## src/hw/burst_ctrl_pkg.sv

```systemverilog
package burst_ctrl_pkg;

	////////////////////////////////////////////////////////////////////////////
	// Burst counting and cache sizing

	// Width of a burst word count from the host
	localparam int BURST_LEN_W = 16;

	typedef logic [BURST_LEN_W-1:0] burst_len_t;

	// Words held by each cache
	localparam int CACHE_DEPTH_DEF = 256;

	////////////////////////////////////////////////////////////////////////////
	// Bus ownership semaphore

	typedef enum logic [1:0] {
		owner_none  = 2'b00,
		owner_read  = 2'b01,
		owner_write = 2'b10
	} bus_owner_t;

	////////////////////////////////////////////////////////////////////////////
	// Engine state encodings

	// Read side, one word per issue/wait/push loop
	typedef enum logic [2:0] {
		rd_idle,
		rd_claim,
		rd_issue,
		rd_wait,
		rd_push,
		rd_done,
		rd_stop
	} rd_state_t;

	// Write side, four cycles per word
	typedef enum logic [2:0] {
		wr_idle,
		wr_claim,
		wr_enable,
		wr_assert,
		wr_remove,
		wr_pause,
		wr_done
	} wr_state_t;

endpackage

```

## src/hw/bram_bus_pkg.sv

```systemverilog
package bram_bus_pkg;

	////////////////////////////////////////////////////////////////////////////
	// Single-port block RAM defaults

	// Word address width of the RAM port
	localparam int BRAM_ADDR_W_DEF = 15;

	// Data word width, shared by the RAM and both caches
	localparam int BRAM_DATA_W_DEF = 32;

	// Words in the RAM, one per address
	localparam int BRAM_DEPTH_DEF = 2 ** BRAM_ADDR_W_DEF;

	// Cycles from an enabled address to valid read data
	// Matches the four-deep wait chain of the read engine
	localparam int BRAM_READ_LAT_DEF = 4;

endpackage
```

## src/hw/bram_arbiter.sv

```systemverilog
`timescale 1ns/1ps

module bram_arbiter
	import bram_bus_pkg::*, burst_ctrl_pkg::*;
#(
	parameter int ADDR_W = BRAM_ADDR_W_DEF,
	parameter int DATA_W = BRAM_DATA_W_DEF
) (
	input  logic              clk,
	input  logic              resetN,
	// Read engine
	input  logic              i_rd_claim,
	input  logic              i_rd_done,
	input  logic              i_rd_en,
	input  logic [ADDR_W-1:0] i_rd_addr,
	// Write engine
	input  logic              i_wr_claim,
	input  logic              i_wr_done,
	input  logic              i_wr_en,
	input  logic              i_wr_we,
	input  logic [ADDR_W-1:0] i_wr_addr,
	input  logic [DATA_W-1:0] i_wr_wdata,
	// Grants back to the engines
	output logic              o_rd_grant,
	output logic              o_wr_grant,
	// RAM port and host pulse
	output logic              o_bram_en,
	output logic              o_bram_we,
	output logic [ADDR_W-1:0] o_bram_addr,
	output logic [DATA_W-1:0] o_bram_wdata,
	output logic              o_data_valid
);

	bus_owner_t owner;

	////////////////////////////////////////////////////////////////////////////
	// Semaphore, set wins over release, read wins over write

	always_ff @(posedge clk) begin
		if (!resetN) begin
			owner <= owner_none;
		end else if (i_rd_claim && owner == owner_none) begin
			owner <= owner_read;
		end else if (i_wr_claim && owner == owner_none) begin
			owner <= owner_write;
		end else if (i_rd_done && owner == owner_read) begin
			owner <= owner_none;
		end else if (i_wr_done && owner == owner_write) begin
			owner <= owner_none;
		end
	end

	assign o_rd_grant = (owner == owner_read);
	assign o_wr_grant = (owner == owner_write);

	// Owner's signals reach the RAM, all zero with no owner
	always_comb begin
		o_bram_en    = 1'b0;
		o_bram_we    = 1'b0;
		o_bram_addr  = '0;
		o_bram_wdata = '0;
		case (owner)
			owner_read: begin
				o_bram_en   = i_rd_en;
				o_bram_addr = i_rd_addr;
			end
			owner_write: begin
				o_bram_en    = i_wr_en;
				o_bram_we    = i_wr_we;
				o_bram_addr  = i_wr_addr;
				o_bram_wdata = i_wr_wdata;
			end
			default: ;
		endcase
	end

	// One pulse at the end of either burst
	assign o_data_valid = i_rd_done || i_wr_done;

	// Only the granted engine drives its port enable
	a_one_enable: assert property (@(posedge clk) disable iff (!resetN)
		!(i_rd_en && i_wr_en))
		else $error("bram_arbiter: both engines enable the port");

	// Write engine stays off the port during a read burst
	a_no_we_in_read: assert property (@(posedge clk) disable iff (!resetN)
		(owner == owner_read) |-> !i_wr_we)
		else $error("bram_arbiter: write enable during read ownership");

endmodule

```

## config.mk

```make
export PLATFORM = sky130hd
export DESIGN_NAME = bram_arbiter
export DESIGN_NICKNAME = d
export VERILOG_FILES = /design/src/hw/burst_ctrl_pkg.sv /design/src/hw/bram_bus_pkg.sv /design/src/hw/bram_arbiter.sv
export SDC_FILE = /design/constraint.sdc
export NUM_CORES = 1
export LEC_CHECK = 0
export BUFFER_PORTS_ARGS = -buffer_cell sky130_fd_sc_hd__clkbuf_2
export CAP_MARGIN = 15
export CORE_UTILIZATION = 25
export CTS_CLUSTER_SIZE = 12
export DETAILED_ROUTE_END_ITERATION = 8
export GPL_TIMING_DRIVEN = 0
export HOLD_SLACK_MARGIN = 0.15
export PLACE_DENSITY = 0.8
export SYNTH_ARGS = -nofsm -noshare
export SYNTH_HDL_FRONTEND = slang
export SYNTH_SLANG_ARGS = --single-unit
```

## constraint.sdc

```tcl
create_clock -name clk -period 1.75 [get_ports clk]
set_input_delay 0.2625 -clock clk [delete_from_list [all_inputs] [get_ports clk]]
set_output_delay 0.2625 -clock clk [all_outputs]
set_load 0.03 [all_outputs]
```

==> impl_metrics.toml, run 1 <==
[outcome]
outcome = "complete, no violations"

[critical_path]
endpoint = "o_bram_addr[6]"
rr_startpoint = "owner[1]"
critPathTopFamily = "buffers and inverters"
rr_endpoint = "owner[0]"
cp_slowest_cell = "dfxtp_4"
cp-start-kind = "flip-flop"
worstPathArrival_ps = 1450
endpoint_kind = "primary output"
r2r_cells = 5
path_max_fanout = 9
critPathBufInv = 4
crit_chain = "inv_4 -> ha_4 -> buf_8 -> buf_12 -> a22oi_2 -> nor2b_2 -> clkbuf_8"
reg2reg_slack_ps = 440
critical_path_class = "reg -> out"
crit_cells = 7
slowest_delay_ps = 370
startpoint = "owner[1]"
cp_data_required_time_ps = 1490

[global_routing]
antenna_found_initial = 0
track_usage_pct = 19.60
grt_first_pass_wirelength_microns = 3933
grt_pass1_vias = 944
grt_max_degree = 11
grt-ovfl-total = 0

[cells_and_area]
drive_above_1_share_pct = 75.58
final_nets = 294
area_growth_syn_to_layout_pct = 156.1
fillers = 198
insertedDiodeCount = 0
largest_reg_flops = 2
largestRegisters = "owner (2)"
utilization_pct = 70.26
top_register = "owner"

[pwr]
leakage_uw = 0.0008526
ir_drop_uv = 318.7
p_per_area_mw_per_mm2 = 531.5
finalPower_uw = 849.8

[logic_synthesis]
synth-seq-cells = 2
synth_cells = 90
syn-cell-area_sq_um = 624.3
syn_area_per_cell_sq_um = 6.937
synth.top_cell.area_share_pct = 34.07
yosysTopAreaCell = "and2_1"
ys_types = 17
seq_area_frac_synth_pct = 6.413
syn-num-nets = 165
synthTopCellsByArea = "and2_1 34%, a22oi_1 19%, nor2b_1 16%, ha_1 8.0%, dfxtp_1 6.4%"
ys_warn_count = 0

[sta]
slew_violations = 0
setup_viol = 0
whs_ps = 287.2
min_period_ps = 1708
max_freq_ghz = 0.5854
rsz0062_at_grt = "false"
skew_ps = 0.1878
fin_crit_sh_pct = 97.61
hold_viol_final = 0
slew_headroom_pct = 84.51
fin_ws_ps = 41.81
tightest_slew_ps = 230.3

[floorplanning]
ios = 123
die_width_microns = 51.98
initial_core_util_pct = 27.43
dieArea_sq_mm = 0.002701
fp.dieH_microns = 51.98
placementRows = 17
core_sq_mm = 0.002276

[cts]
cts_sinks = 2
cts_tree = "built"
tritoncts.num_buffers = 3
clockBufferDepth = 2
path_clk_slew_ps = 30
clock_latency_ps = 220
ctsRootBufferMaster = "clkbuf_4"
htree_levels = 1

[run]
cap_violations = 0

[routing]
drc = 0
routed_wl_microns = 2773
drtIter0Drc = 11
ant_nets = 0
first_pass_iters = 3
vias = 1106
routedWlPerCell_microns = 11.32
via_per_inst = 4.514

[min_path]
hp-class = "in -> reg"
hold_depth = 3

[placement]
dpl_worst_slack_ps = -50.35
dpl.hpwl_microns = 2207
io_buffers = 122
place_congestion = 0.7265
[per-layer routing]
layer	part of all wire, %	vias to the layer above	GRT usage (%)
met5	0	-	0
met3	10	2	5.263
li1	-	558	-
met2	54	67	39.10
met1	35	479	18.65
met4	0.40	0	6.757
[Yosys cell counts, drive strengths merged]
| cell type | number |
|---|---|
| a211oi | 1 |
| a21bo | 1 |
| a21oi | 1 |
| a22o | 1 |
| a22oi | 16 |
| and2 | 34 |
| buf | 3 |
| clkbuf | 4 |
| dfxtp | 2 |
| ha | 4 |
| inv | 2 |
| nand2 | 2 |
| nand3 | 1 |
| nor2b | 16 |
| o31ai | 1 |
| or2 | 1 |
[layout by cell type (no fill, tap or decap), drive strengths merged]
cell and count:
dfxtp 2, inv 2, a22o 1, nand2 2, a21bo 1, nand3 1
ha 4, clkbuf 129, or2 1, nor2b 16, a21oi 1, a22oi 16
and2 34, o31ai 1, a211oi 1, buf 5
[layout make-up]
class | count | area, sq um | area share, %
Timing Repair Buffer | 124 | 739.5 | 46.24
Multi-Input combinational cell | 79 | 665.6 | 41.63
Buffer | 7 | 76.32 | 4.773
Sequential cell | 2 | 47.55 | 2.973
Tap cell | 28 | 35.03 | 2.191
Clock buffer | 3 | 22.52 | 1.408
Inverter | 2 | 12.51 | 0.7825
[what timing repair did]
action,in CTS,in global routing
gates resized for setup,52,10
pin swaps,1,6
hold buffers,0,0
cloned,0,1
setup buffers,0,1
setup endpoints to repair,41,42
endpoints found under the hold margin,0,0
[metrics by stage]
| stage | setup TNS [ps] | instance area [sq um] | cells |
|---|---|---|---|
| finish | 0 | 1599 | 245 |
| global route | 0 | 1599 | 245 |
| CTS | -1.642 | 1524 | 243 |
| detailed placement | -458.5 | 1295 | 240 |
| global placement | -366.7 | 1295 | 240 |
| floorplan | 0 | 649.4 | 90 |
[how the worst min path moves through the flow]
| stage | start | end |
|---|---|---|
| 6_report | i_wr_claim | owner[1] |
| 5_1_grt | i_wr_claim | owner[1] |
| 4_1_cts | i_wr_claim | owner[1] |
| 3_5_place_dp | owner[0] | owner[0] |
| 3_3_place_gp | owner[0] | owner[0] |
| 2_1_floorplan | i_rd_claim | owner[0] |
[logic make-up (layout without fill, tap and decap cells)]
group | after synthesis | count (layout) | synth area share (%)
AOI/OAI and AO/OA | 21 | 21 | 25.45
and+or+nand+nor | 54 | 54 | 53.11
buffers and inverters | 9 | 136 | 7.014
adders and majority gates | 4 | 4 | 8.016
DFF | 2 | 2 | 6.413
[where the power goes]
part           leakage [uW]  internal (uW)  switching (uW)  total [uW]
Clock             0.0000138           75.5            24.8         100
Combinational      0.000821            326             359         685
Sequential        0.0000178           53.5            11.2        64.6
[tightest hold or removal path: stages]
cell	delay (ps)
clkbuf_2	100
nand2_1	60
a211oi_1	50
Power figures use the tool's default switching activity.
==> run 2: changes to the inputs <==
Settings changed: PLACE_DENSITY 0.8 to 0.85.
==> run 2 against run 1 <==
  * Non-clock buffer count increased by 6
  * Register-to-register slack improved by 20 ps
  * Clock skew about the same
  * Die area unchanged
  * Combinational power increased by 11%
  * Core utilization increased by 4.0 points
  * Highest routed layer unchanged
  * Largest power group unchanged
  * Count of clock-buffer cells in the layout unchanged
  * Global-route usage increased by 5.8 points
  * Via count increased by 4.5%
==> impl_metrics.toml, run 2 (same netlist as run 1, synthesis figures left out) <==
[outcome]
outcome = "complete, no violations"

[floorplanning]
fp.dieH_microns = 51.98
placementRows = 17
die_width_microns = 51.98
initial_core_util_pct = 27.43
core_sq_mm = 0.002276
dieArea_sq_mm = 0.002701
ios = 123

[cells_and_area]
regArea_sq_um = 47.55
multi_input_area_sq_um = 695.7
finalNonFillerCells = 251
final_nets = 300
fillers = 175
area_growth_syn_to_layout_pct = 170.5
insertedDiodeCount = 0
largest_reg_flops = 2
final_cell_mix = "105 x clkbuf_2, 34 x and2_1, 14 x a22oi_2, 10 x buf_4"
largestRegisters = "owner (2)"
mostFrequentLayoutCell = "clkbuf_2"
top_register = "owner"
drive_above_1_share_pct = 78.03

[critical_path]
cp_common_cell = "buf_8"
critical_path_class = "reg -> out"
cp-start-kind = "flip-flop"
cp_data_required_time_ps = 1490
crit_chain = "buf_6 -> ha_4 -> buf_8 -> a22oi_2 -> nor2b_4 -> buf_8"
worstPathArrival_ps = 1470
slowest_delay_ps = 340
cp_slowest_cell = "dfxtp_4"
critPathBufInv = 3
path_max_fanout = 7
endpoint_kind = "primary output"
critPathTopFamily = "buffers and inverters"

[routing]
routed_wl_microns = 3565
ant_nets = 0
dr_wl_met2_microns = 1984
drc = 0
highest_layer = "met4"
drtIter0Drc = 7
wl_met1_microns = 1167
dr_wl_met3_microns = 379
routedWlPerCell_microns = 14.20
via_per_inst = 4.606
vias = 1156
first_pass_iters = 4

[placement]
io_buffers = 122
place_inst = 240
place_congestion = 0.7980
dpl.hpwl_microns = 2549

[global_routing]
grt-ovfl-total = 0
grt_first_pass_wirelength_microns = 4926
grt_pass1_vias = 1106
grt_max_degree = 11
track_usage_pct = 25.41
antenna_found_initial = 0

[cts]
clock_latency_ps = 220
clockBufferDepth = 2
cts_sinks = 2
path_clk_slew_ps = 30
tritoncts.num_buffers = 3
htree_levels = 1
cts_tree = "built"
hold_buffers = 0
ctsRootBufferMaster = "clkbuf_4"

[sta]
slew_headroom_pct = 85.29
skew_ps = 0.3523
min_period_ps = 1737
fin_crit_sh_pct = 99.24
slew_violations = 0
tightest_slew_ps = 220.6
setup_tns_ps = 0
max_freq_ghz = 0.5758
hold_viol_final = 0
setup_viol = 0
rsz0062_at_grt = "true"

[pwr]
leakage_uw = 0.0008966
ir_drop_uv = 401.5
p_per_area_mw_per_mm2 = 547.1

[run]
cap_violations = 0

[min_path]
hp-class = "in -> reg"
-- run 2: cell count changes in the layout (fill, tap and decap cells not counted), sizes merged --
cell    previous run  this run
buf                5        19
clkbuf           129       121
-- run 2: power breakdown --
group / internal, uW / total [uW] / switching, uW
Combinational: 365 / 758 / 394
Clock: 75.8 / 103 / 27.5
Sequential: 53.4 / 62.6 / 9.20
-- run 2: layer usage --
layer	global-route usage [%]	up-vias
li1	-	577
met1	22.80	497
met2	53.21	78
met3	5.263	4
met4	9.459	0
met5	0	-
-- run 2: path summary, 6_finish.rpt --
kind / from / endpoint / slack [ps] / cells past startpoint
max: owner[1] / o_bram_addr[7] / 10 / 6
min: i_rd_claim / owner[0] / 290 / 3
max reg2reg: owner[1] / owner[0] / 460 / 5
min reg2reg: owner[0] / owner[0] / 510 / 2
-- run 2: metrics by stage --
stage	power, uW	setup WS (ps)	util, %	hold WS [ps]	area, sq um
2_1_floorplan	424.6	4.903	-	403.1	649.4
3_3_place_gp	607.0	-60.10	56.90	471.0	1295
3_5_place_dp	611.5	-55.95	56.90	488.9	1295
4_1_cts	871.4	-3.363	69.98	279.9	1593
5_1_grt	982.4	-33.08	74.22	291.3	1689
6_report	924.2	13.33	74.22	289.1	1689
-- run 2: worst register-to-register path, cell delays in order, from the launching register on --
cell and delay, ps:
dfxtp_4 350, inv_4 50, ha_4 190, buf_4 150
a22o_1 230, o31ai_1 230
-- run 2: final cells by class --
class,count,share of cell area [%]
Buffer,6,3.481
Timing Repair Buffer,131,48.37
Multi-Input combinational cell,79,41.19
Clock buffer,3,1.333
Sequential cell,2,2.815
Tap cell,28,2.074
Inverter,2,0.7407
-- run 2: repair_timing --
| action | in CTS | in global routing |
|---|---|---|
| cloned | 1 | 1 |
| buffers inserted | 3 | 4 |
| setup endpoints to repair | 42 | 46 |
| pin swaps | 5 | 3 |
| resized for setup | 56 | 30 |
